$ cat src/rtl/reset_sequencer.sv
`timescale 1ns/1ps
`default_nettype none

module reset_sequencer #(
	parameter int NUM_CORES = 4,
	parameter int RELEASE_GAP = 22
) (
	input logic clk,
	input logic reset,
	output logic [NUM_CORES-1:0] core_hold
);

	localparam int idx_width = $clog2(NUM_CORES + 1);
	localparam int cnt_width = $clog2(RELEASE_GAP + 1);

	logic [idx_width-1:0] idx; // next core to let go
	logic [cnt_width-1:0] cnt;
	logic active;

	assign active = idx < idx_width'(NUM_CORES);

	always_ff @(posedge clk) begin
		if (reset) begin
			core_hold <= '1;
			idx <= '0;
			cnt <= '0;
		end else if (active) begin
			if (cnt == '0)
				core_hold <= core_hold & ~(NUM_CORES'(1) << idx);
			if (cnt == cnt_width'(RELEASE_GAP - 1)) begin
				cnt <= '0;
				idx <= idx + 1'b1;
			end else begin
				cnt <= cnt + 1'b1;
			end
		end
		// parked once idx reaches NUM_CORES
	end

endmodule

`default_nettype wire

$ cat config.mk
export PLATFORM = sky130hd
export DESIGN_NAME = reset_sequencer
export DESIGN_NICKNAME = d
export VERILOG_FILES = /design/src/rtl/reset_sequencer.sv
export SDC_FILE = /design/constraint.sdc
export NUM_CORES = 1
export LEC_CHECK = 0
export BUFFER_PORTS_ARGS = -buffer_cell sky130_fd_sc_hd__buf_2
export CAP_MARGIN = 20
export CORE_MARGIN = 4
export CORE_UTILIZATION = 40
export CTS_BUF_LIST = sky130_fd_sc_hd__clkbuf_16
export CTS_CLUSTER_DIAMETER = 40
export DETAILED_ROUTE_END_ITERATION = 8
export PLACE_DENSITY_LB_ADDON = 0.2
export SETUP_SLACK_MARGIN = 0.5
export SLEW_MARGIN = 20
export SYNTH_ARGS = -nofsm -noshare
export SYNTH_HDL_FRONTEND = slang
export SYNTH_SLANG_ARGS = --single-unit
$ cat constraint.sdc
create_clock -name clk -period 1.5 [get_ports clk]
set_clock_uncertainty 0.05 [all_clocks]
set_input_delay 0.075 -clock clk [delete_from_list [all_inputs] [get_ports clk]]
set_output_delay 0.075 -clock clk [all_outputs]
set_load 0.005 [all_outputs]
==> flow_summary.ini <==
[run_status]
outcome = finished, final reports clean

[clocking]
cts_sinks = 12
clkTransAtPathRegs_ps = 40
cts-root-buf = clkbuf_16
htreeDepth = 1
cts_hold_buffers = 0
clkLatencyLatePin_ps = 240
numCtsBuffers = 3
cts_tree = done
clock_tree.buffer_depth = 2

[setup_path]
required_ps = 1620
r2r_start = cnt[1]$_SDFFE_PP0N_
r2r_cells = 5
crit_type = reg2reg
crit_start = cnt[1]$_SDFFE_PP0N_
critPathArrivalTime_ps = 1340
endpoint_kind = flip-flop
critPathLaunchType = flip-flop
reg2reg_slack_ps = 270
r2r-end = idx[0]$_SDFFE_PP0P_
cp_max_fo = 4

[power]
seqPwrFrac_pct = 37.2
clkPwrFrac_pct = 53.9
power_density_nw_per_um2 = 988.8
p_comb_share_pct = 8.9
ir_worst_vdd_mv = 0.7684
intPower_mw = 0.7200
sw_frac_of_total_pct = 20.61
p_leak_nw = 0.3948
p_sw_mw = 0.1869

[sta]
fmax_ghz = 0.8162
rsz0062_at_grt = yes
hold_viol_final = 0
setup_viol = 0
slew_viol_final = 0
worstMarginPinSlew_ps = 258.1
relSlewSlack_pct = 82.77
whs_ps = 34.41
min_period_ps = 1225
fin_crit_sh_pct = 81.68
timing.setup.tns_ps = 0

[route]
wl_per_cell_um = 14.11
viasPerCell = 4.853
dr.first_iter.drc_count = 2
drc = 0
drt-total-wl_um = 1340
ant_nets = 0
dr_total_vias = 461
drt_first_pass_iters = 3

[hold_path]
min-delay-start = reset
holdPathStages = 2
worstHoldPathType = in2reg
min_to = idx[0]$_SDFFE_PP0P_

[global_route]
globalRouteOverflowTotal = 0
gr-usage-met3_pct = 7.280
busiest_layer = met2
use_met1_pct = 15.61
grt_pass1_wl_um = 2104
grt_usage_pct = 15.10
use_met2_pct = 21.93
grt_pass1_vias = 443
grt_max_degree = 10
antenna_found_initial = 0

[synth]
synth_area_um2 = 616.8
yosys.area.top_type = dfxtp_1
synth_nets = 73
synth_edf_count = 0
post-synth-top-count-cell = dfxtp_1
synth_flop_cell = dfxtp_1
seq_area_frac_synth_pct = 38.95
synth_top_area_share_pct = 38.95
syn_avg_cell_area_um2 = 9.791
syn_inst = 63
synth-async-reset-ratio_pct = 0
synth.area.top_cells = dfxtp_1 39%, ha_1 16%, nand2b_1 6.1%
ys_ff_latch = 12
ys_top_cells_by_count = 12 x dfxtp_1, 8 x ha_1, 6 x nand2b_1, 6 x nor2_1, 6 x o21ai_0
synth_cell_types = 17
ys_warn_count = 0

[final_layout]
layout-drive-gt1-share_pct = 47.50
nets = 91
instances_no_fill = 95
area_delta_synth_final_pct = 48.68
antenna_cells = 0

[die]
io-pin-count = 6
row_count = 13
fp.dieW_um = 47.27
initial_core_util_pct = 44.62
core_area_um2 = 1383
die_area_um2 = 2234
chipHeight_um = 47.27

[placement]
dp_cells = 82
dpl.hpwl_um = 706
numPortBuffers = 5
gp_congestion = 0.7133

[run]
cap_violations = 0
## cell usage in the layout, fill, tap and decap left out, drive strengths merged
master / count
a21oi: 1
buf: 14
clkbuf: 3
dfxtp: 12
ha: 8
inv: 6
mux2i: 2
nand2b: 6
nand3b: 4
nand4b: 3
nor2: 6
nor2b: 2
o21ai: 6
o21bai: 1
or3: 2
xnor2: 1
xor2: 3
## state kept, by name, indices dropped and copies added (netlist names)
name       count
idx            3
cnt            5
core_hold      4
## cell families after synthesis
| group | count (synthesis) | share of synthesized area, % |
|---|---|---|
| adders and majority gates | 8 | 16.23 |
| AOI/OAI and AO/OA | 8 | 6.896 |
| muxes | 2 | 3.246 |
| DFF | 12 | 38.95 |
| xor gates and xnor gates | 4 | 5.681 |
| buffers and inverters | 6 | 3.651 |
| and+or+nand+nor | 23 | 25.35 |
## per-stage QoR
step	util (%)	setup WS (ps)	total power [mW]	area, µm²
floorplan	-	329.7	0.3830	638.1
CTS	62.44	293.7	0.9213	863.3
finish	66.33	274.8	0.9069	917.1
detailed placement	48.78	213.0	0.3989	674.4
global placement	48.78	216.0	0.3975	674.4
global route	66.33	217.1	0.9478	917.1
## worst max-delay path, cell delays in order (launching register included)
cell and delay [ps]:
dfxtp_2 320, inv_2 70, ha_4 130, nand4b_4 110
or3_1 320, a21oi_1 140
## timing repair
action / in CTS / in global routing
buffers inserted: 7 / 2
pin swaps: 14 / 4
endpoints found under the setup margin: 12 / 12
gates resized for setup: 16 / 12
## worst max-delay path by stage
stage / cells past startpoint / to
5_1_grt: 5 / idx[0]$_SDFFE_PP0P_
6_report: 5 / idx[0]$_SDFFE_PP0P_
3_3_place_gp: 4 / idx[2]$_SDFFE_PP0P_
4_1_cts: 5 / idx[0]$_SDFFE_PP0P_
2_1_floorplan: 5 / idx[0]$_SDFFE_PP0P_
3_5_place_dp: 4 / idx[2]$_SDFFE_PP0P_
## power by group through the flow
stage	Combinational, mW	Clock, mW	Sequential (mW)
final	0.0805	0.489	0.337
after global routing	0.0873	0.522	0.338
after CTS	0.0783	0.503	0.340
after detailed placement	0.0502	0	0.349
after global placement	0.0490	0	0.348
after floorplan	0.0364	0	0.347
## metal layers
layer,wire [µm],part of all wire [%]
met3,63,4.7
met1,596,44
met4,44,3.3
met2,637,48
met5,0,0
## layout make-up
class / count / area, µm²
Inverter: 5 / 18.77
Multi-Input combinational cell: 45 / 445.4
Timing Repair Buffer: 14 / 96.34
Fill cell: 98 / 465.4
Clock buffer: 3 / 75.07
Clock inverter: 1 / 3.754
Tap cell: 15 / 18.77
Sequential cell: 12 / 259.0
No activity file was read; power rests on OpenSTA's default activity.
