File: src/rtl/taylor_pkg.sv
`default_nettype none

package taylor_pkg;

	localparam int sample_width = 19; // Q1.17 input
	localparam int result_width = 28;
	localparam int frac_bits = 17;
	localparam int terms = 8;
	localparam int tag_width = 8;

	// full product width before rescaling
	localparam int prod_width = result_width + sample_width;

	localparam int one_q = 1 << frac_bits;

	// sine series up to x^7, highest power first
	// even powers are zero but still cost a Horner step
	localparam logic signed [result_width-1:0] coef [terms] = '{
		result_width'(-(one_q / 5040)), // x^7
		result_width'(0),
		result_width'(one_q / 120), // x^5
		result_width'(0),
		result_width'(-(one_q / 6)), // x^3
		result_width'(0),
		result_width'(one_q), // x
		result_width'(0)
	};

	typedef enum logic [1:0] {
		st_idle,
		st_run,
		st_done
	} core_state_t;

endpackage

`default_nettype wire

File: src/rtl/series_core.sv
`timescale 1ns/1ps
`default_nettype none

module series_core (
	input logic clk,
	input logic hold,
	input logic load,
	input logic signed [taylor_pkg::sample_width-1:0] sample,
	input logic [taylor_pkg::tag_width-1:0] load_tag,
	input logic grant,
	output logic idle,
	output logic done,
	output logic signed [taylor_pkg::result_width-1:0] result,
	output logic [taylor_pkg::tag_width-1:0] tag
);

	localparam int step_width = $clog2(taylor_pkg::terms);

	taylor_pkg::core_state_t state;
	logic [step_width-1:0] step;

	logic signed [taylor_pkg::sample_width-1:0] x;
	logic signed [taylor_pkg::result_width-1:0] acc;
	logic signed [taylor_pkg::prod_width-1:0] product;
	logic signed [taylor_pkg::prod_width-1:0] scaled;
	logic signed [taylor_pkg::result_width-1:0] horner;

	// one multiply-add per clock
	assign product = taylor_pkg::prod_width'(acc) * taylor_pkg::prod_width'(x);
	assign scaled = product >>> taylor_pkg::frac_bits;
	assign horner = $signed(scaled[taylor_pkg::result_width-1:0]) + taylor_pkg::coef[step];

	assign idle = !hold && state == taylor_pkg::st_idle;
	assign done = state == taylor_pkg::st_done;
	assign result = acc;

	// terms is a power of two, so step wraps to zero after the last coefficient
	always_ff @(posedge clk) begin
		if (hold) begin
			state <= taylor_pkg::st_idle;
			step <= '0;
		end else begin
			case (state)
				taylor_pkg::st_idle: begin
					if (load) begin
						state <= taylor_pkg::st_run;
						step <= step_width'(1);
					end
				end
				taylor_pkg::st_run: begin
					if (step == '0)
						state <= taylor_pkg::st_done; // extra cycle, done lands at terms
					else
						step <= step + 1'b1;
				end
				taylor_pkg::st_done: begin
					if (grant)
						state <= taylor_pkg::st_idle;
				end
				default: state <= taylor_pkg::st_idle;
			endcase
		end
	end

	always_ff @(posedge clk) begin
		if (load && idle) begin
			x <= sample;
			tag <= load_tag;
			acc <= taylor_pkg::coef[0];
		end else if (state == taylor_pkg::st_run && step != '0) begin
			acc <= horner;
		end
	end

endmodule

`default_nettype wire

File: config.mk
export PLATFORM = sky130hd
export DESIGN_NAME = series_core
export DESIGN_NICKNAME = d
export VERILOG_FILES = /design/src/rtl/taylor_pkg.sv /design/src/rtl/series_core.sv
export SDC_FILE = /design/constraint.sdc
export NUM_CORES = 1
export LEC_CHECK = 0
export ABC_AREA = 1
export BUFFER_PORTS_ARGS = -buffer_cell sky130_fd_sc_hd__buf_2
export CAP_MARGIN = 20
export CORE_MARGIN = 5
export CORE_UTILIZATION = 25
export CTS_BUF_LIST = sky130_fd_sc_hd__clkbuf_4 sky130_fd_sc_hd__clkbuf_8
export CTS_CLUSTER_SIZE = 40
export DETAILED_ROUTE_END_ITERATION = 10
export HOLD_SLACK_MARGIN = 0.08
export SLEW_MARGIN = 20
export SYNTH_ARGS = -nofsm -noshare
export SYNTH_HDL_FRONTEND = slang
export SYNTH_SLANG_ARGS = --single-unit
export TNS_END_PERCENT = 20
File: constraint.sdc
create_clock -name clk -period 7.3 [get_ports clk]
set_clock_uncertainty 0.05 [all_clocks]
set_input_delay 0.365 -clock clk [delete_from_list [all_inputs] [get_ports clk]]
set_output_delay 0.365 -clock clk [all_outputs]
set_load 0.1 [all_outputs]
==> impl_metrics.yaml <==
worst_hold_path:
  min_path_type: "primary input to flip-flop"
cts:
  root_buffer: "clkbuf_8"
  cts.sinks: 60
  htree_num_levels: 3
  clock_tree.buffer_depth: 2
  cts_buffers: 9
  clk_latency_ns: 0.41
  clk_pin_slew_ns: 0.10
  cts_tree: "yes"
final_layout:
  instances_no_fill: 4262
  final_cell_mix: "inv_1, nand2_1, fa_1, buf_4, ha_1"
  post-route-util_pct: 32.2
  diodes: 0
  drive_above_1_share_pct: 23.5
  area_delta_synth_final_pct: 27.8
  mostFrequentLayoutCell: "inv_1"
  layout.nets: 3792
yosys:
  synth-edff-count: 27
  synth_area_per_cell_um2: 8.00
  synth_seq_area_share_pct: 6.70
  syn_inst: 2744
  async_reset_ff_share_pct: 0
  netlist_top_cells_area: "fa_1, inv_1, nand2_1, ha_1, edfxtp_1"
  syn-cell-area_um2: 22000
  yosysWarnings: 0
  synth_top_area_cell: "fa_1"
  yosys.cell_types.count: 47
  ys.flop_type: "dfxtp_1"
  synth_top_cell_area_share_pct: 46.3
  ys_ff_latch: 60
  syn-num-nets: 3434
sta:
  setup_slack_ns: -0.258
  slew_headroom_pct: 63.6
  rsz0062_at_grt: "yes"
  finalMaxSlewViolations: 0
  fmax_mhz: 132
  worstMarginPinSlew_ns: 0.544
  period_minus_slack_ns: 7.56
  fin_crit_sh_pct: 104
  hold_viol_final: 0
  setup_violations: 14
  holdWs_ns: 0.112
die:
  fp.dieW_um: 306
  initial_core_util_pct: 25.2
  row_count: 108
  io_pins: 69
  die-area_um2: 93800
  die_h_um: 306
  coreArea_um2: 87000
detailed_routing:
  drtIter0Drc: 1001
  drc: 0
  wl_per_cell_um: 14.7
  dr.pass1.iters: 5
  ant_nets: 0
  vias: 18198
  routed_wl_mm: 62.5
  vias_per_cell: 4.27
placed_design:
  io_buffers: 68
  post-dp-hpwl_mm: 52.6
  gp_congestion: 0.891
  dp.cells: 4197
worst_setup_path:
  worstPathRequired_ns: 7.54
  cp-start-kind: "flip-flop"
  critPathMaxFanout: 7
  cp.arrival_ns: 7.80
  endpoint_kind: "flip-flop"
  critPathSlowestCell: "fa_1"
  slowest_delay_ns: 0.56
  crit_type: "flip-flop to flip-flop"
grt:
  grt_max_degree: 30
  overflow: 0
  grtUsageTotal_pct: 13.5
  grt_pass1_vias: 19282
  grt_pass1_wl_mm: 103
  antenna_found_initial: 0
flow_run:
  drv_cap: 0
run_status:
  status: "finished with violations"
  violations: "setup timing"
-- per-layer routing --
layer	GRT usage [%]	wire length (µm)	vias to the layer above
li1	-	-	8594
met1	19.0	28400	9088
met2	22.1	29400	437
met3	1.97	3290	79
met4	2.79	1420	0
met5	0	0	-
-- cell usage after synthesis (2+ instances only) --
master,number
a211oi_1,3
a21o_1,4
a21oi_1,85
a221oi_1,2
a31o_2,2
a31oi_1,6
buf_1,20
buf_2,2
buf_4,4
clkbuf_1,94
dfxtp_1,33
edfxtp_1,27
fa_1,508
ha_1,151
inv_1,763
inv_2,4
nand2_1,693
nand2_2,12
nand2_4,3
nand3_1,57
nand3_2,4
nand3b_1,6
nand4_1,7
nor2_1,103
nor3_1,15
nor4_1,5
o211ai_1,4
o21a_1,8
o21ai_0,42
o21ai_1,11
o21ai_2,2
o21bai_1,3
o221ai_1,2
or2_1,3
or2_2,5
xnor2_1,17
xor2_1,24
-- path summary, 6_finish.rpt --
| kind | startpoint | to | slack [ns] | cells past startpoint |
|---|---|---|---|---|
| worst max register to register | x[1]$_DFFE_PP_ | result[25]$_SDFFE_PP1P_ | -0.26 | 37 |
| worst min-delay path | sample[13] | x[13]$_DFFE_PP_ | 0.11 | 1 |
| worst max-delay path | x[1]$_DFFE_PP_ | result[25]$_SDFFE_PP1P_ | -0.26 | 37 |
| worst min register to register | step[1]$_SDFFE_PP0P_ | step[1]$_SDFFE_PP0P_ | 0.45 | 2 |
-- worst max-delay path: cells and delay by family, from the launching register on --
family / cells / cell delay [ns]
compound gates: 5 / 0.65
xor+xnor: 1 / 0.17
fa+ha+maj: 9 / 4.05
buf+inv: 10 / 0.82
flops: 1 / 0.47
simple gates: 12 / 1.22
-- cell type report --
type,count,area (µm²)
Clock buffer,11,139
Timing Repair Buffer,467,3700
Clock inverter,5,124
Multi-Input combinational cell,1796,18200
Fill cell,9176,59000
Tap cell,1155,1450
Inverter,768,2890
Sequential cell,60,1570
-- registers in the layout, summed over array words and instances (netlist names) --
| register | flops |
|---|---|
| x | 19 |
| step | 3 |
| tag | 8 |
| state | 2 |
| result | 28 |
-- stage by stage --
step	setup TNS (ns)	setup slack (ns)	area, µm²
2_1_floorplan	0	0.00605	22100
5_1_grt	-8.23	-0.615	28000
4_1_cts	-2.25	-0.293	27300
3_5_place_dp	-6.00	-0.680	26300
6_report	-1.95	-0.258	28000
3_3_place_gp	-5.67	-0.614	26300
-- kinds of logic (layout without fill, tap and decap cells) --
group                      count (synthesis)  after routing  share of synthesized area, %
AOI/OAI and AO/OA                        180            180                          4.67
xor gates and xnor gates                  41             41                          1.64
adders and majority gates                659            659                          54.9
buffers and inverters                    888           1251                          15.3
DFF                                       60             60                          6.70
and+or+nand+nor                          916            916                          16.8
-- timing repair --
item,CTS,global route
pin swaps,54,96
hold buffers,17,0
gates cloned,1,1
gates resized for setup,116,143
setup endpoints to repair,21,24
setup buffers,14,16
hold endpoints to repair,17,0
Power is not shown: default switching activity piles up to over one toggle a cycle in this logic, so the estimate is an artifact.
