### config.mk
export PLATFORM = sky130hd
export DESIGN_NAME = sample_dispatcher
export DESIGN_NICKNAME = d
export VERILOG_FILES = /design/src/rtl/taylor_pkg.sv /design/src/rtl/sample_dispatcher.sv
export SDC_FILE = /design/constraint.sdc
export NUM_CORES = 1
export LEC_CHECK = 0
export ABC_AREA = 1
export BUFFER_PORTS_ARGS = -buffer_cell sky130_fd_sc_hd__buf_4
export CORE_UTILIZATION = 56
export CTS_BUF_LIST = sky130_fd_sc_hd__clkbuf_16
export DETAILED_ROUTE_END_ITERATION = 8
export GPL_ROUTABILITY_DRIVEN = 0
export HOLD_SLACK_MARGIN = 0.1
export PLACE_DENSITY = 0.88
export SLEW_MARGIN = 40
export SYNTH_ARGS = -nofsm -noshare
export SYNTH_HDL_FRONTEND = slang
export SYNTH_SLANG_ARGS = --single-unit
### constraint.sdc
create_clock -name clk -period 3.98 [get_ports clk]
set_input_delay 0.597 -clock clk [delete_from_list [all_inputs] [get_ports clk]]
set_output_delay 0.597 -clock clk [all_outputs]
set_load 0.02 [all_outputs]
### src/rtl/taylor_pkg.sv
`default_nettype none

package taylor_pkg;

	localparam int sample_width = 19; // Q1.17 input
	localparam int result_width = 28;
	localparam int frac_bits = 17;
	localparam int terms = 8;
	localparam int tag_width = 8;

	// full product width before rescaling
	localparam int prod_width = result_width + sample_width;

	localparam int one_q = 1 << frac_bits;

	// sine series up to x^7, highest power first
	// even powers are zero but still cost a Horner step
	localparam logic signed [result_width-1:0] coef [terms] = '{
		result_width'(-(one_q / 5040)), // x^7
		result_width'(0),
		result_width'(one_q / 120), // x^5
		result_width'(0),
		result_width'(-(one_q / 6)), // x^3
		result_width'(0),
		result_width'(one_q), // x
		result_width'(0)
	};

	typedef enum logic [1:0] {
		st_idle,
		st_run,
		st_done
	} core_state_t;

endpackage

`default_nettype wire

### src/rtl/sample_dispatcher.sv
`timescale 1ns/1ps
`default_nettype none

module sample_dispatcher #(
	parameter int NUM_CORES = 4
) (
	input logic clk,
	input logic reset,
	input logic sample_valid,
	input logic [NUM_CORES-1:0] core_idle,
	output logic ready,
	output logic [NUM_CORES-1:0] core_load,
	output logic [taylor_pkg::tag_width-1:0] load_tag
);

	localparam int ptr_width = $clog2(NUM_CORES);

	logic [ptr_width-1:0] ptr;
	logic [ptr_width-1:0] sel;
	logic [ptr_width:0] cand;
	logic found;
	logic accept;

	// first idle core at or after ptr
	always_comb begin
		found = 1'b0;
		sel = ptr;
		cand = '0;
		for (int k = 0; k < NUM_CORES; k++) begin
			cand = (ptr_width + 1)'(ptr) + (ptr_width + 1)'(k);
			if (cand >= (ptr_width + 1)'(NUM_CORES))
				cand = cand - (ptr_width + 1)'(NUM_CORES);
			if (!found && core_idle[cand[ptr_width-1:0]]) begin
				found = 1'b1;
				sel = cand[ptr_width-1:0];
			end
		end
	end

	assign ready = |core_idle;
	assign accept = sample_valid && found; // strobes while not ready are dropped
	assign core_load = accept ? NUM_CORES'(1) << sel : '0;

	always_ff @(posedge clk) begin
		if (reset) begin
			ptr <= '0;
			load_tag <= '0;
		end else if (accept) begin
			ptr <= (sel == ptr_width'(NUM_CORES - 1)) ? '0 : sel + 1'b1;
			load_tag <= load_tag + 1'b1; // wraps
		end
	end

endmodule

`default_nettype wire

==> results.toml, run 1 <==
[global_route]
grt_pass1_wl_mm = 3.25
antenna_found_initial = 0
overflow = 0
grtUsageTotal_pct = 29.5
grt_max_degree = 13
grt_pass1_vias = 754

[placed_design]
io_buffers = 19
placed_area_sq_um = 992
dp_hpwl_mm = 1.50
dp_cells = 171

[run]
maxCapViolations = 0

[synthesis]
async_flop_share_pct = 0
ys.flop_type = "dfxtp_1"
yosys_register_bits = 10
syn_area_per_cell_sq_um = 6.13
syn_inst = 140
synth_edf_count = 0
synth.distinct_cells = 20
yosys_warnings = 0
syn_nets = 152
ys_seq_area_share_pct = 23.3
synth.cell_area_sq_um = 858

[sta]
hold_viol_final = 0
rsz0062_at_grt = "false"
tns_ns = 0
tightestPinTransition_ns = 0.420
setup_viol = 0
fin_skew_ns = 0.00310
slew_headroom_pct = 71.9
fin_crit_sh_pct = 72.5
slew_viol_final = 0
fmax_mhz = 347
period_needed_ns = 2.89

[clock_tree]
cts.repair.resized = 0
cts_root_buffer = "clkbuf_16"
cts.sinks = 10
cts_buffer_depth = 2
post_cts_buffers = 0
cts_buffers = 3
clk_latency_ns = 0.24
cts.clk_slew.worst_paths_ns = 0.04
htree_levels = 1
cts_tree = "yes"
postCtsHoldBufs = 0

[setup_path]
worstSetupPathType = "reg -> out"
worstPathRequired_ns = 3.38
cp-end-kind = "output port"
path_max_fanout = 12
worstSetupStartpointType = "register"
arrival_ns = 2.29

[layout]
num_antenna_cells = 0
fin_util_pct = 78.1
final_cells = 174
fin_area_sq_um = 1070
fin_nets = 173
syn2layout_area_growth_pct = 24.3
final_layout_size_suffix_gt1_share_pct = 22.6
final.fill_count = 114

[floorplanning]
die_area_sq_um = 1690
ioPinCount = 20
initial_core_util_pct = 62.8
core_area_sq_um = 1370
die_w_um = 41.2
die_h_um = 41.2
std_cell_rows = 13

[routing]
drc_errors = 0
vias = 948
drt_wl_total_mm = 2.09
via_per_inst = 5.45
wl_per_cell_um = 12.0
dr.first_iter.drc_count = 38
drtAntennaViolNets = 0
dr.pass1.iters = 4

[pwr]
irDropWorstVdd_mv = 0.253
power.leakage_nw = 0.584
power_w = 0.000498
p_per_area_nw_per_um2 = 466

[outcome]
status = "finished clean"

[worst_hold_path]
hp-class = "reg -> reg"
-- where the power goes --
part	internal [W]	leakage (nW)	switching (W)	total, W
Sequential	0.000106	0.0816	0.0000122	0.000119
Clock	0.000130	0.0370	0.0000452	0.000175
Combinational	0.0000713	0.465	0.000132	0.000204
-- layout by cell type (no fill, tap or decap) --
| cell | instances |
|---|---|
| o21ai_0 | 5 |
| nand4_4 | 1 |
| o21a_1 | 1 |
| nor2_2 | 1 |
| nand4_1 | 4 |
| nand3_1 | 12 |
| nand2_2 | 7 |
| nand2_1 | 51 |
| a31oi_1 | 2 |
| a21oi_1 | 6 |
| nor2_4 | 1 |
| buf_4 | 19 |
| and3_1 | 1 |
| nor2_1 | 10 |
| inv_2 | 2 |
| dfxtp_1 | 10 |
| inv_1 | 16 |
| clkbuf_16 | 3 |
| nand2_4 | 2 |
| ha_1 | 5 |
-- cells in the mapped netlist (4+ instances only) --
| cell type | instances | area (sq um) |
|---|---|---|
| a21oi_1 | 6 | 30.0 |
| dfxtp_1 | 10 | 200 |
| ha_1 | 5 | 62.6 |
| inv_1 | 16 | 60.1 |
| nand2_1 | 51 | 191 |
| nand2_2 | 7 | 43.8 |
| nand3_1 | 12 | 60.1 |
| nand4_1 | 4 | 25.0 |
| nor2_1 | 10 | 37.5 |
| o21ai_0 | 5 | 25.0 |
-- sequential cells by signal, indices dropped and copies added, names as in the netlist --
name,cells
ptr,2
load_tag,8
-- final timing paths --
path	start	slack [ns]	end	cells after the start
hold / removal	load_tag[2]$_SDFFE_PP0P_	0.49	load_tag[2]$_SDFFE_PP0P_	2
setup reg to reg	ptr[0]$_SDFFE_PP0P_	1.73	ptr[1]$_SDFFE_PP0P_	12
setup / recovery	ptr[0]$_SDFFE_PP0P_	1.09	core_load[3]	13
hold reg to reg	load_tag[2]$_SDFFE_PP0P_	0.49	load_tag[2]$_SDFFE_PP0P_	2
-- per-stage QoR --
step / worst slack (ns) / hold slack, ns
final: 1.09 / 0.492
after global placement: 1.46 / 0.483
after detailed placement: 1.38 / 0.490
after floorplan: 1.65 / 0.551
after CTS: 1.12 / 0.496
after global routing: 0.880 / 0.521
-- layer usage --
layer	up-vias	routed length, um	part of all wire (%)	global-route usage, %
met5	-	0	0	0
li1	481	-	-	-
met4	0	14	0.67	8.06
met2	45	1080	51	50.8
met3	4	180	8.6	9.24
met1	418	822	39	35.0
-- cell families (layout without fill, tap and decap cells) --
family	count (synthesis)	count (layout)	share of synthesized area, %
buf+inv	21	40	11.1
simple gates	90	90	49.6
flops	10	10	23.3
compound gates	14	14	8.75
fa+ha+maj	5	5	7.29
-- critical path, stage by stage (launching register included) --
cell	delay [ns]
dfxtp_1	0.57
inv_2	0.20
nand2_1	0.10
nand2_1	0.10
nand2_2	0.10
nand2_4	0.07
nor2_4	0.10
nand4_1	0.11
nand2_1	0.18
inv_1	0.08
ha_1	0.19
inv_1	0.05
nor2_1	0.04
buf_4	0.17
-- cell type report --
type | instances | area, sq um | area share, %
clock buffer | 3 | 75.1 | 7.03
sequential | 10 | 200 | 18.8
timing repair buffer | 19 | 143 | 13.4
tap | 15 | 18.8 | 1.76
inverter | 18 | 67.6 | 6.33
multi-input combinational | 109 | 563 | 52.8
No activity file was read; power rests on OpenSTA's default activity.
==> inputs of run 2 (changes only) <==
Settings changed: ABC_AREA 1 to 0, CORE_UTILIZATION 56 to 48, PLACE_DENSITY 0.88 to 0.81.
Clock period 3.98 ns to 3.02 ns, I/O delays scaled along.
==> run 2 against run 1 <==
Net effect: sequential power rose by 24%; combinational power fell by 58%; clock power rose by 30%; clock skew fell by 0.0025 ns; cell area fell by 19%; hold slack got worse by 0.028 ns; core utilization fell by 4.9 points; synthesized cell count fell by 48%; via count fell by 42%; first-iteration DRC count fell by 89%.
==> results.toml, run 2 <==
[placed_design]
io_buffers = 19
dp_hpwl_um = 911
dp_cells = 104
placed_area_sq_um = 793

[layout]
final.fill_count = 99
final_cell_mix = "buf_4, dfxtp_1, nor2_1, inv_1, ha_1"
syn2layout_area_growth_pct = 34.0
fin_nets = 107
regMostFlops = "load_tag"
num_antenna_cells = 0
final_layout_size_suffix_gt1_share_pct = 30.1
fin_util_pct = 73.2
final_common_cell = "buf_4"
fin_area_sq_um = 868
largest_reg_flops = 8
reg_top3 = "load_tag x8, ptr x2"
final_cells = 107

[clock_tree]
postCtsHoldBufs = 0
cts_tree = "yes"
post_cts_buffers = 0
cts_buffers = 3
cts.clk_slew.worst_paths_ns = 0.04
cts_buffer_depth = 2
cts_root_buffer = "clkbuf_16"
htree_levels = 1
cts.sinks = 10
clk_latency_ns = 0.23
cts.repair.resized = 0

[synthesis]
synth.distinct_cells = 29
netlist.area_leader.share_pct = 30.9
syn_inst = 73
yosys.area_share.simple_pct = 26.4
synth_top_family_by_area = "simple AND/OR/NAND/NOR gates"
syn_area_per_cell_sq_um = 8.88
synth.cells.most_frequent = "dfxtp_1, nor2_1, ha_1, inv_1"
synth_top_area_cell = "dfxtp_1"
yosys-top-cells-area = "dfxtp_1, ha_1, xnor2_1, nor2_1, a211oi_2"
synthAdderAreaFrac_pct = 9.65
ys_seq_area_share_pct = 30.9
yosys_register_bits = 10
syn_nets = 85
ys.flop_type = "dfxtp_1"
synth_compound_area_share_pct = 15.4
yosys_warnings = 0
synth-xor-area-share_pct = 9.27
post-synth-top-count-cell = "dfxtp_1"
async_flop_share_pct = 0
synth.cell_area_sq_um = 648
synthMuxAreaShare_pct = 3.09
synth_edf_count = 0

[sta]
fmax_mhz = 436
tns_ns = 0
fin_crit_sh_pct = 75.9
worst_hold_slack_ns = 0.464
hold_viol_final = 0
period_needed_ns = 2.29
fin_skew_ns = 0.000609
slew_viol_final = 0
slew_headroom_pct = 63.3
setup_viol = 0
rsz0062_at_grt = "false"
tightestPinTransition_ns = 0.546

[floorplanning]
die_area_sq_um = 1500
initial_core_util_pct = 54.6
die_h_um = 38.7
ioPinCount = 20
core_area_sq_um = 1190
die_w_um = 38.7
std_cell_rows = 12

[pwr]
irDropWorstVdd_mv = 0.438
switching_share_pct = 24.4
p_per_area_nw_per_um2 = 532
p_switching_w = 0.000112
p_clk_share_pct = 49.4
power.leakage_nw = 0.374
seq_power_share_pct = 31.9
combPwrFrac_pct = 18.7
power.internal_w = 0.000349

[routing]
dr.first_iter.drc_count = 4
drtAntennaViolNets = 0
via_per_inst = 5.12
vias = 548
drt_wl_total_mm = 1.24
wl_per_cell_um = 11.6
dr.pass1.iters = 4
drc_errors = 0

[global_route]
grt_max_degree = 12
antenna_found_initial = 0
grt_pass1_wl_mm = 2.10
overflow = 0
grtUsageTotal_pct = 21.4
grt_pass1_vias = 481

[setup_path]
worstSetupPathType = "in -> out"
worstSetupStartpointType = "input pin"
cp-end-kind = "output port"
worstPathRequired_ns = 2.57
path_max_fanout = 5
arrival_ns = 1.84

[worst_hold_path]
hp-class = "in -> reg"

[outcome]
status = "finished clean"

[run]
maxCapViolations = 0
-- run 2: worst max-delay path: stages --
cell      delay [ns]
buf_4           0.13
nor2b_1         0.12
o21a_1          0.18
a211oi_2        0.33
inv_1           0.12
ha_1            0.21
and2_1          0.14
buf_4           0.15
-- run 2: layout make-up --
| class | instances | area, sq um | share of cell area (%) |
|---|---|---|---|
| repair buffers | 19 | 143 | 16.4 |
| clock buffers | 3 | 75.1 | 8.65 |
| inverters | 5 | 18.8 | 2.16 |
| multi-input cells | 56 | 414 | 47.7 |
| flip-flops and latches | 10 | 200 | 23.1 |
| well taps | 14 | 17.5 | 2.02 |
-- run 2: metrics by stage --
step | setup slack, ns | total power, W
after global routing | 0.604 | 0.000485
after floorplan | 1.04 | 0.000205
final | 0.729 | 0.000462
after detailed placement | 0.725 | 0.000236
after global placement | 0.755 | 0.000234
after CTS | 0.721 | 0.000467
-- run 2: cells by family (layout without fill, tap and decap cells) --
group	after synthesis	in the layout
buffers and inverters	7	27
AO/OA/AOI/OAI	14	14
flip-flops	10	10
multiplexers	2	2
AND/OR/NAND/NOR	29	29
XOR/XNOR	6	6
adder cells (fa/ha/maj)	5	5
-- run 2: power by group through the flow --
stage | Combinational [W] | Sequential (W) | Clock, W
floorplan | 0.0000543 | 0.000151 | 0
global placement | 0.0000850 | 0.000149 | 0
detailed placement | 0.0000864 | 0.000149 | 0
CTS | 0.0000866 | 0.000147 | 0.000233
global route | 0.0000968 | 0.000148 | 0.000240
finish | 0.0000864 | 0.000147 | 0.000228
-- run 2: path summary, 6_finish.rpt --
path | from | end | slack [ns] | cells after the start
hold reg to reg | load_tag[7]$_SDFFE_PP0P_ | load_tag[7]$_SDFFE_PP0P_ | 0.52 | 2
hold / removal | reset | ptr[0]$_SDFFE_PP0P_ | 0.46 | 2
setup reg to reg | ptr[1]$_SDFFE_PP0P_ | ptr[1]$_SDFFE_PP0P_ | 1.38 | 6
setup / recovery | core_idle[0] | core_load[2] | 0.73 | 8
-- run 2: metal layers --
metal / up-vias / wire [um] / part of all wire (%) / global-route usage (%)
met3: 2 / 61 / 4.9 / 8.67
met1: 242 / 641 / 52 / 27.8
met2: 11 / 526 / 43 / 30.0
met4: 0 / 8 / 0.65 / 10.3
met5: - / 0 / 0 / 0
li1: 293 / - / - / -
