$ cat config.mk
export PLATFORM = sky130hd
export DESIGN_NAME = result_arbiter
export DESIGN_NICKNAME = d
export VERILOG_FILES = /design/src/rtl/taylor_pkg.sv /design/src/rtl/result_arbiter.sv
export SDC_FILE = /design/constraint.sdc
export NUM_CORES = 1
export LEC_CHECK = 0
export ABC_CLOCK_PERIOD_IN_PS = 4150
export BUFFER_PORTS_ARGS = -buffer_cell sky130_fd_sc_hd__buf_4
export CAP_MARGIN = 20
export CELL_PAD_IN_SITES_DETAIL_PLACEMENT = 0
export CELL_PAD_IN_SITES_GLOBAL_PLACEMENT = 2
export CORE_MARGIN = 4
export CORE_UTILIZATION = 22
export DETAILED_ROUTE_END_ITERATION = 8
export PLACE_DENSITY = 0.9
export SETUP_SLACK_MARGIN = 0.5
export SYNTH_ARGS = -nofsm -noshare
export SYNTH_HDL_FRONTEND = slang
export SYNTH_SLANG_ARGS = --single-unit
$ cat constraint.sdc
create_clock -name clk -period 4.15 [get_ports clk]
set_clock_uncertainty 0.05 [all_clocks]
set_input_delay 0.6225 -clock clk [delete_from_list [all_inputs] [get_ports clk]]
set_output_delay 0.6225 -clock clk [all_outputs]
set_load 0.01 [all_outputs]
$ cat src/rtl/taylor_pkg.sv
`default_nettype none

package taylor_pkg;

	localparam int sample_width = 19; // Q1.17 input
	localparam int result_width = 28;
	localparam int frac_bits = 17;
	localparam int terms = 8;
	localparam int tag_width = 8;

	// full product width before rescaling
	localparam int prod_width = result_width + sample_width;

	localparam int one_q = 1 << frac_bits;

	// sine series up to x^7, highest power first
	// even powers are zero but still cost a Horner step
	localparam logic signed [result_width-1:0] coef [terms] = '{
		result_width'(-(one_q / 5040)), // x^7
		result_width'(0),
		result_width'(one_q / 120), // x^5
		result_width'(0),
		result_width'(-(one_q / 6)), // x^3
		result_width'(0),
		result_width'(one_q), // x
		result_width'(0)
	};

	typedef enum logic [1:0] {
		st_idle,
		st_run,
		st_done
	} core_state_t;

endpackage

`default_nettype wire

$ cat src/rtl/result_arbiter.sv
`timescale 1ns/1ps
`default_nettype none

module result_arbiter #(
	parameter int NUM_CORES = 4
) (
	input logic clk,
	input logic reset,
	input logic [NUM_CORES-1:0] core_done,
	input logic signed [taylor_pkg::result_width-1:0] core_result [NUM_CORES],
	input logic [taylor_pkg::tag_width-1:0] core_tag [NUM_CORES],
	output logic [NUM_CORES-1:0] core_grant,
	output logic result_valid,
	output logic signed [taylor_pkg::result_width-1:0] result,
	output logic [taylor_pkg::tag_width-1:0] result_tag,
	output logic [$clog2(NUM_CORES)-1:0] result_core
);

	localparam int ptr_width = $clog2(NUM_CORES);

	logic [ptr_width-1:0] ptr;
	logic [ptr_width-1:0] sel;
	logic [ptr_width:0] cand;
	logic found;

	always_comb begin
		found = 1'b0;
		sel = ptr;
		cand = '0;
		for (int k = 0; k < NUM_CORES; k++) begin
			cand = (ptr_width + 1)'(ptr) + (ptr_width + 1)'(k);
			if (cand >= (ptr_width + 1)'(NUM_CORES))
				cand = cand - (ptr_width + 1)'(NUM_CORES);
			if (!found && core_done[cand[ptr_width-1:0]]) begin
				found = 1'b1;
				sel = cand[ptr_width-1:0];
			end
		end
	end

	// granted core drops done on the next edge, so this is a single pulse
	assign core_grant = found ? NUM_CORES'(1) << sel : '0;

	always_ff @(posedge clk) begin
		if (reset) begin
			ptr <= '0;
			result_valid <= 1'b0;
		end else begin
			result_valid <= found;
			if (found)
				ptr <= (sel == ptr_width'(NUM_CORES - 1)) ? '0 : sel + 1'b1;
		end
	end

	// shared bus payload
	always_ff @(posedge clk) begin
		if (found) begin
			result <= core_result[sel];
			result_tag <= core_tag[sel];
			result_core <= sel;
		end
	end

endmodule

`default_nettype wire

==> impl_metrics.csv, run 1 <==
group,metric,value,unit
timing,finalSetupTns,0,ns
layout,drive_above_1_share,45.6,%
layout,mostFrequentLayoutCell,"buf_4",
layout,final_nets,605,
timing,setup-violations-final,0,
die,dieArea,0.0129,sq mm
global_routing,grt_util_met2,23.7,%
layout,final_cells,596,
synth,avgSynthCellArea,8.88,sq um
layout,final_cell_mix,"buf_4, nand2_1, edfxtp_1",
routing,drt_drc_violations_left,0,
pwr,power,1.42,mW
clock_tree,cts_hold_buf,0,
pwr,power_density,355,mW/mm^2
worst_hold_path,holdCritPathClass,"in -> reg",
pwr,combinationalPowerShare,40.6,%
routing,vias,2768,
clock_tree,cts_resized,0,
setup_path,critPathSlowestCell,"buf_4",
timing,fmax,0.348,GHz
timing,hold_viol_final,0,
routing,via_per_inst,4.64,
pwr,switching_power,0.454,mW
placement,port_buffers,192,
routing,dr.pass1.iters,4,
clock_tree,post_cts_buffers,0,
global_routing,grt-ovfl-total,0,
die,core,0.0108,sq mm
global_routing,globalRouteMet3Util,3.48,%
job,drv_cap,0,
layout,final-seq-area,0.00120,sq mm
setup_path,worstSetupPathType,"in -> out",
global_routing,grt_pass1_wl,13500,microns
pwr,ir_drop,135,uV
timing,relSlewSlack,52.5,%
timing,min_period,2.87,ns
placement,dp_slack,1.29,ns
global_routing,busiest_layer,"met2",
status,status,"finished clean",
setup_path,cp-start-kind,"input port",
timing,period_share,69.3,%
placement,gp_congestion,0.790,
synth,ys_seq_area_share,49.2,%
placement,dp.cells,588,
global_routing,grt_max_degree,75,
clock_tree,cts.htree.levels,2,
routing,drt-wirelength-per-cell,15.2,microns
timing,worstMarginPinSlew,0.713,ns
routing,drtIter0Drc,192,
synth,yosys_warnings,0,
setup_path,worstPathArrival,2.20,ns
timing,drv_slew,0,
synth,ys_types,26,
synth,syn_area,0.00244,sq mm
pwr,p_clk_share,17.9,%
synth,ys_ff_latch,41,
die,die_y,113,microns
placement,hpwl,6950,microns
clock_tree,clk_path_buf_depth,2,
synth,synth.net_count,425,
pwr,switching_share,31.9,%
synth,syn_inst,275,
setup_path,path_cells,"buf_4 -> nor2b_1 -> o21ai_1 -> nand3_2 -> buf_4 -> and3_1 -> buf_4",
global_routing,use_met1,15.3,%
die,die_w,113,microns
clock_tree,path_clk_slew,0.08,ns
clock_tree,cts_tree,"done",
timing,layout_setup_ws,1.28,ns
layout,multiInputGateArea,0.00107,sq mm
die,std_cell_rows,38,
timing,rsz0062_at_grt,"false",
clock_tree,cts-root-buf,"clkbuf_8",
die,ios,193,
layout,fill_cells,1113,
pwr,p_seq_share,41.5,%
global_routing,track_usage,13.1,%
layout,antenna_cells,0,
global_routing,grt_pass1_vias,2689,
setup_path,required,3.48,ns
clock_tree,cts_buffers,5,
setup_path,end_kind,"output port",
clock_tree,clk-insertion-delay-late,0.28,ns
clock_tree,clock_sinks,41,
die,start_util,22.5,%
pwr,p_leak,1.84,nW
routing,wl,9050,microns
pwr,internal_power,0.970,mW
setup_path,timing.critical_path.mode_cell,"buf_4",
global_routing,grt_antenna_before_repair,0,
routing,drt.antenna.violating_nets,0,
setup_path,cpPeakStageDelay,0.57,ns
setup_path,path_max_fanout,74,
layout,area_growth,64.5,%
-- layer usage --
metal / part of all wire (%) / wire [microns]
met1: 39 / 3490
met2: 51 / 4640
met3: 9.1 / 825
met4: 1.1 / 96
met5: 0 / 0
-- cell usage after synthesis --
cell type	instances	share of area, %
a211o_1	1	0.36
nor2_1	5	0.77
or2_1	1	0.26
nand2_1	109	17
nand2_2	1	0.26
inv_2	1	0.15
dfxtp_1	3	2.5
and3_1	2	0.51
a21o_1	1	0.31
a21oi_1	37	7.6
nand2b_1	2	0.51
nand3_2	1	0.41
edfxtp_1	38	47
buf_6	5	2.3
a211oi_1	1	0.31
nor2b_1	2	0.51
a211oi_2	1	0.51
buf_4	6	1.8
o21ai_1	2	0.41
clkbuf_1	6	0.92
buf_2	7	1.4
a32oi_1	36	13
o2111ai_2	1	0.61
inv_1	2	0.31
or3_1	1	0.26
nor3_1	3	0.61
-- flip-flops by register name (all words and copies together), names as in the netlist --
signal	flops
result	28
result_tag	8
ptr	2
result_core	2
result_valid	1
-- power groups by stage --
| stage | logic [mW] | clock network [mW] | registers (mW) |
|---|---|---|---|
| finish | 0.578 | 0.255 | 0.591 |
| global route | 0.639 | 0.289 | 0.601 |
| CTS | 0.589 | 0.272 | 0.593 |
| detailed placement | 0.589 | 0 | 0.601 |
| global placement | 0.586 | 0 | 0.599 |
| floorplan | 0.251 | 0 | 0.647 |
-- metrics by stage --
step	cell area, sq um	utilization [%]	hold WS, ns
2_1_floorplan	2440	-	0.455
6_report	4020	37.1	0.463
5_1_grt	4020	37.1	0.441
4_1_cts	4020	37.1	0.443
3_5_place_dp	3940	36.3	0.512
3_3_place_gp	3940	36.3	0.496
-- path summary, 6_finish.rpt --
path / start / to / slack (ns) / cells past startpoint
worst min register to register: ptr[0]$_SDFFE_PP0P_ / ptr[0]$_SDFFE_PP0P_ / 0.53 / 2
worst max register to register: ptr[0]$_SDFFE_PP0P_ / result[3]$_DFFE_PP_ / 1.87 / 7
worst min-delay path: reset / ptr[0]$_SDFFE_PP0P_ / 0.46 / 2
worst max-delay path: core_done[2] / core_grant[2] / 1.28 / 7
-- worst max-delay path, delay by kind of cell --
| kind | cells | cell delay (ns) |
|---|---|---|
| AND/OR/NAND/NOR | 3 | 0.62 |
| AO/OA/AOI/OAI | 1 | 0.13 |
| buffers and inverters | 3 | 0.81 |
-- kinds of logic (layout without fill, tap and decap cells) --
group / Yosys count / after routing / synth area share (%)
AOI/OAI and AO/OA: 80 / 80 / 23.0
buffers and inverters: 27 / 208 / 6.97
DFF: 41 / 41 / 49.2
and+or+nand+nor: 127 / 127 / 20.9
-- cell type report --
class | count | area share (%)
multi-input combinational | 207 | 26.7
tap | 140 | 4.36
inverter | 3 | 0.280
sequential | 41 | 29.9
clock buffer | 8 | 1.99
timing repair buffer | 197 | 36.8
Note: power is estimated with default switching activity, not from simulation.
==> run 2: changes to the inputs <==
Settings changed: ABC_CLOCK_PERIOD_IN_PS 4150 to 2450, CORE_UTILIZATION 22 to 18, PLACE_DENSITY 0.9 to 0.79.
Clock period 4.15 ns to 2.45 ns, I/O delays scaled along.
==> run 2 against run 1 <==
- final cell count grew 8.6%
- sequential share of layout area shrank 2.6 points
- register-to-register slack lost 1.3 ns
- non-clock buffer count grew 15
- via count grew 4.9%
- routed wire length grew 16%
- largest cell class unchanged
- critical path depth shrank 2
- worst setup slack lost 0.77 ns
- combinational power grew 99%
- count of clock-buffer cells in the layout is the same
==> impl_metrics.csv, run 2 (same netlist as run 1, synthesis figures left out) <==
group,metric,value,unit
routing,drt-wirelength-per-cell,16.3,microns
setup_path,crit_family,"simple AND/OR/NAND/NOR gates",
timing,min_period,1.95,ns
die,start_util,18.4,%
setup_path,critPathSlowestCell,"dfxtp_4",
setup_path,cpPeakStageDelay,0.35,ns
layout,fill_cells,1435,
routing,dr.pass1.iters,6,
routing,via_per_inst,4.49,
routing,drt.antenna.violating_nets,0,
global_routing,grt_antenna_before_repair,0,
status,status,"finished clean",
timing,fmax,0.513,GHz
die,dieArea,0.0155,sq mm
placement,hpwl,7220,microns
layout,drive_above_1_share,49.5,%
timing,relSlewSlack,77.1,%
layout,final-seq-area,0.00121,sq mm
routing,vias,2904,
clock_tree,cts_hold_buf,0,
setup_path,cp-start-kind,"register",
die,core,0.0132,sq mm
setup_path,path_buf_inv,1,
clock_tree,cts.htree.levels,2,
setup_path,path_cells,"or3_1 -> o2111ai_2 -> nand2_4 -> and3_1 -> buf_4",
die,ios,193,
die,die_w,124,microns
global_routing,grt_pass1_wl,16200,microns
layout,antenna_cells,0,
die,std_cell_rows,42,
clock_tree,clk_path_buf_depth,2,
clock_tree,cts_buffers,5,
layout,largest_reg_flops,28,
timing,drv_slew,0,
clock_tree,clk-insertion-delay-late,0.28,ns
timing,worstMarginPinSlew,0.344,ns
setup_path,end_kind,"output port",
layout,final_cell_mix,"buf_4, nand2_1, edfxtp_1",
global_routing,grt_pass1_vias,3049,
setup_path,required,2.03,ns
timing,hold_viol_final,0,
layout,mostFrequentLayoutCell,"buf_4",
layout,top_register,"result",
setup_path,worstPathArrival,1.53,ns
timing,setup-violations-final,0,
timing,finalSetupTns,0,ns
layout,top_regs,"result (28), result_tag (8)",
timing,hold_slack,0.217,ns
layout,area_growth,81.0,%
worst_hold_path,holdCritPathClass,"in -> reg",
clock_tree,cts-root-buf,"clkbuf_16",
layout,final_nets,620,
global_routing,grt_max_degree,43,
global_routing,grt-ovfl-total,0,
setup_path,worstSetupPathType,"reg -> out",
clock_tree,clock_sinks,41,
layout,utilization,33.4,%
setup_path,path_max_fanout,8,
clock_tree,path_clk_slew,0.06,ns
clock_tree,cts_tree,"done",
timing,rsz0062_at_grt,"true",
setup_path,r2r_setup_slack,0.59,ns
pwr,p_leak,2.01,nW
die,die_y,124,microns
routing,wl,10500,microns
placement,gp_congestion,0.792,
pwr,power_density,633,mW/mm^2
layout,multiInputGateArea,0.00113,sq mm
routing,drtIter0Drc,130,
timing,period_share,79.6,%
job,drv_cap,0,
global_routing,track_usage,13.0,%
placement,port_buffers,192,
pwr,ir_drop,242,uV
routing,drt_drc_violations_left,0,
[run 2: cell types whose count changed in the layout (fill, tap and decap cells not counted), moves of 3 or more]
cell | previous run | this run
clkbuf_8 | 5 | 0
buf_12 | 0 | 3
nor3_1 | 3 | 0
bufbuf_16 | 0 | 3
clkbuf_16 | 0 | 5
buf_4 | 197 | 205
[run 2: what timing repair did]
| action | in CTS | in global routing |
|---|---|---|
| gates cloned | 3 | 0 |
| buffers inserted | 9 | 1 |
| setup endpoints to repair | 5 | 7 |
| pin swaps | 8 | 0 |
| resized for setup | 11 | 2 |
[run 2: worst paths after layout]
| kind | from | to | cells after the start |
|---|---|---|---|
| max reg2reg | ptr[1]$_SDFFE_PP0P_ | result_tag[1]$_DFFE_PP_ | 7 |
| max | ptr[1]$_SDFFE_PP0P_ | core_grant[2] | 5 |
| min | reset | ptr[0]$_SDFFE_PP0P_ | 2 |
| min reg2reg | ptr[0]$_SDFFE_PP0P_ | ptr[0]$_SDFFE_PP0P_ | 2 |
[run 2: report_power, final]
part           switching, mW  internal, mW  total, mW  leakage, nW
sequential            0.0504         0.957       1.01        0.423
combinational          0.544         0.606       1.15         1.53
clock                  0.264         0.379      0.643       0.0652
[run 2: metal layers]
metal | GRT usage (%) | vias up | wire (microns)
li1 | - | 1398 | -
met3 | 4.37 | 9 | 875
met1 | 15.0 | 1355 | 4070
met2 | 22.8 | 142 | 5400
met4 | 3.87 | 0 | 184
met5 | 0 | - | 0
[run 2: cell type report]
class / count / area share [%]
clock buffers: 8 / 3.09
inverters: 3 / 0.396
multi-input cells: 207 / 25.6
flip-flops and latches: 41 / 27.3
well taps: 176 / 4.98
repair buffers: 212 / 38.6
[run 2: metrics by stage]
stage | setup slack, ns | power (mW) | cells | cell area (sq um)
CTS | 0.496 | 2.85 | 646 | 4400
global placement | 0.377 | 2.03 | 626 | 4060
floorplan | 0.215 | 1.52 | 275 | 2460
global route | 0.429 | 2.98 | 647 | 4420
finish | 0.501 | 2.80 | 647 | 4420
detailed placement | 0.335 | 2.05 | 626 | 4060
==> run 3: changes to the inputs <==
Settings changed: ABC_CLOCK_PERIOD_IN_PS 2450 to 1900, CORE_UTILIZATION 18 to 20, PLACE_DENSITY 0.79 to 0.83.
Clock period 2.45 ns to 1.9 ns, I/O delays scaled along.
==> run 3 against run 2 <==
- clock power rose by 49%
- highest routed layer unchanged
- worst hold slack got worse by 0.095 ns
- sequential share of layout area fell by 2.2 points
- critical path depth rose by 2
- largest power group unchanged
==> impl_metrics.csv, run 3 (same netlist as run 1, synthesis figures left out) <==
group,metric,value,unit
status,status,"finished clean",
setup_path,cpPeakStageDelay,0.36,ns
setup_path,worstPathArrival,1.52,ns
global_routing,grt_pass1_wl,15300,microns
clock_tree,clk_path_buf_depth,2,
setup_path,path_max_fanout,4,
die,ios,193,
worst_hold_path,holdPathStages,2,
timing,hold_slack,0.122,ns
die,die_y,119,microns
layout,fill_cells,1197,
setup_path,r2r_end,"result[18]$_DFFE_PP_",
global_routing,track_usage,13.3,%
clock_tree,cts_hold_buf,0,
setup_path,worstSetupPathType,"reg -> out",
routing,wl,10800,microns
job,drv_cap,0,
clock_tree,cts_tree,"done",
worst_hold_path,min_from,"reset",
layout,final_cell_mix,"buf_4, nand2_1, edfxtp_1",
timing,layout_setup_ws,0.0474,ns
die,std_cell_rows,40,
clock_tree,cts_buffers,5,
pwr,power_density,829,mW/mm^2
layout,utilization,40.3,%
setup_path,required,1.56,ns
clock_tree,clock_sinks,41,
placement,hpwl,7220,microns
global_routing,grt-ovfl-total,0,
worst_hold_path,worstHoldEndpoint,"ptr[0]$_SDFFE_PP0P_",
timing,setup-violations-final,0,
setup_path,regToRegStartpoint,"ptr[1]$_SDFFE_PP0P_",
pwr,ir_drop,446,uV
global_routing,grt_pass1_vias,3001,
placement,port_buffers,192,
routing,drt_drc_violations_left,0,
layout,multiInputGateArea,0.00129,sq mm
routing,drt.antenna.violating_nets,0,
placement,gp_congestion,0.794,
timing,drv_slew,0,
worst_hold_path,holdCritPathClass,"in -> reg",
setup_path,startpoint,"ptr[0]$_SDFFE_PP0P_",
layout,antenna_cells,0,
timing,worstMarginPinSlew,0.281,ns
layout,final-seq-area,0.00121,sq mm
timing,fmax,0.540,GHz
global_routing,grt_max_degree,43,
placement,dp_slack,0.0556,ns
routing,drt-wirelength-per-cell,17.0,microns
setup_path,r2r_cells,8,
routing,dr.pass1.iters,4,
clock_tree,clk-insertion-delay-late,0.28,ns
pwr,p_leak,2.15,nW
routing,vias,2919,
global_routing,grt_antenna_before_repair,0,
die,start_util,20.4,%
layout,final_nets,635,
timing,rsz0062_at_grt,"true",
timing,finalSetupTns,0,ns
setup_path,path_cells,"nand2b_4 -> a21o_1 -> nand3_4 -> clkinv_4 -> buf_12 -> and3_4 -> buf_6",
clock_tree,cts-root-buf,"clkbuf_16",
die,core,0.0120,sq mm
timing,relSlewSlack,81.3,%
setup_path,r2r_setup_slack,0.07,ns
routing,drtIter0Drc,129,
timing,min_period,1.85,ns
layout,drive_above_1_share,59.1,%
clock_tree,path_clk_slew,0.06,ns
routing,via_per_inst,4.61,
die,die_w,119,microns
setup_path,end_kind,"output port",
clock_tree,cts.htree.levels,2,
layout,top_regs,"result (28), result_tag (8)",
timing,hold_viol_final,0,
timing,period_share,97.5,%
die,dieArea,0.0140,sq mm
layout,mostFrequentLayoutCell,"buf_4",
setup_path,critPathSlowestCell,"dfxtp_4",
layout,top_register,"result",
setup_path,cp-start-kind,"register",
layout,area_growth,97.6,%
layout,largest_reg_flops,28,
==> run 3: cell count changes in the layout (fill, tap and decap cells not counted), sizes merged <==
| cell | delta |
|---|---|
| bufinv | +1 |
| buf | +13 |
| bufbuf | -3 |
| clkinv | +2 |
| inv | -1 |
| clkbuf | +3 |
==> run 3: what timing repair did <==
action | in CTS | in global routing
resized for setup | 18 | 12
pin swaps | 8 | 2
setup buffers | 10 | 4
setup endpoints to repair | 43 | 81
cloned | 2 | 5
==> run 3: through the flow <==
step | instance area, sq um | total power, mW | std cells
3_5_place_dp | 4240 | 2.78 | 604
4_1_cts | 4600 | 3.90 | 624
6_report | 4830 | 4.00 | 633
5_1_grt | 4830 | 4.24 | 633
3_3_place_gp | 4240 | 2.76 | 604
2_1_floorplan | 2630 | 2.06 | 275
==> run 3: final cells by class <==
cell class                      instances  share of cell area (%)
Timing Repair Buffer                  227                    40.5
Sequential cell                        41                    25.0
Multi-Input combinational cell        207                    26.8
Tap cell                              147                    3.81
Clock inverter                          2                   0.700
Clock buffer                            6                    2.67
Inverter                                3                   0.415
==> run 3: critical path, delay by kind of cell (launching register included) <==
family	cells	cell delay, ns
flops	1	0.36
simple gates	3	0.37
buf+inv	3	0.29
compound gates	1	0.21
==> run 3: how the worst max path moves through the flow <==
stage | end | cells past startpoint
CTS | core_grant[3] | 7
detailed placement | result[15]$_DFFE_PP_ | 7
global route | core_grant[0] | 7
global placement | result[10]$_DFFE_PP_ | 7
floorplan | core_grant[3] | 4
finish | core_grant[3] | 7
==> run 3: routing by layer <==
layer | routed length, microns | GRT usage, % | share of wire (%) | vias to the layer above
met5 | 0 | 0 | 0 | -
met2 | 5530 | 23.4 | 51 | 115
li1 | - | - | - | 1423
met3 | 776 | 4.11 | 7.2 | 6
met4 | 99 | 3.26 | 0.92 | 0
met1 | 4360 | 15.8 | 41 | 1375
==> run 3: report_power, final <==
part	total (mW)	internal, mW	switching, mW
clock	0.960	0.616	0.344
sequential	1.30	1.23	0.0646
combinational	1.74	0.936	0.807
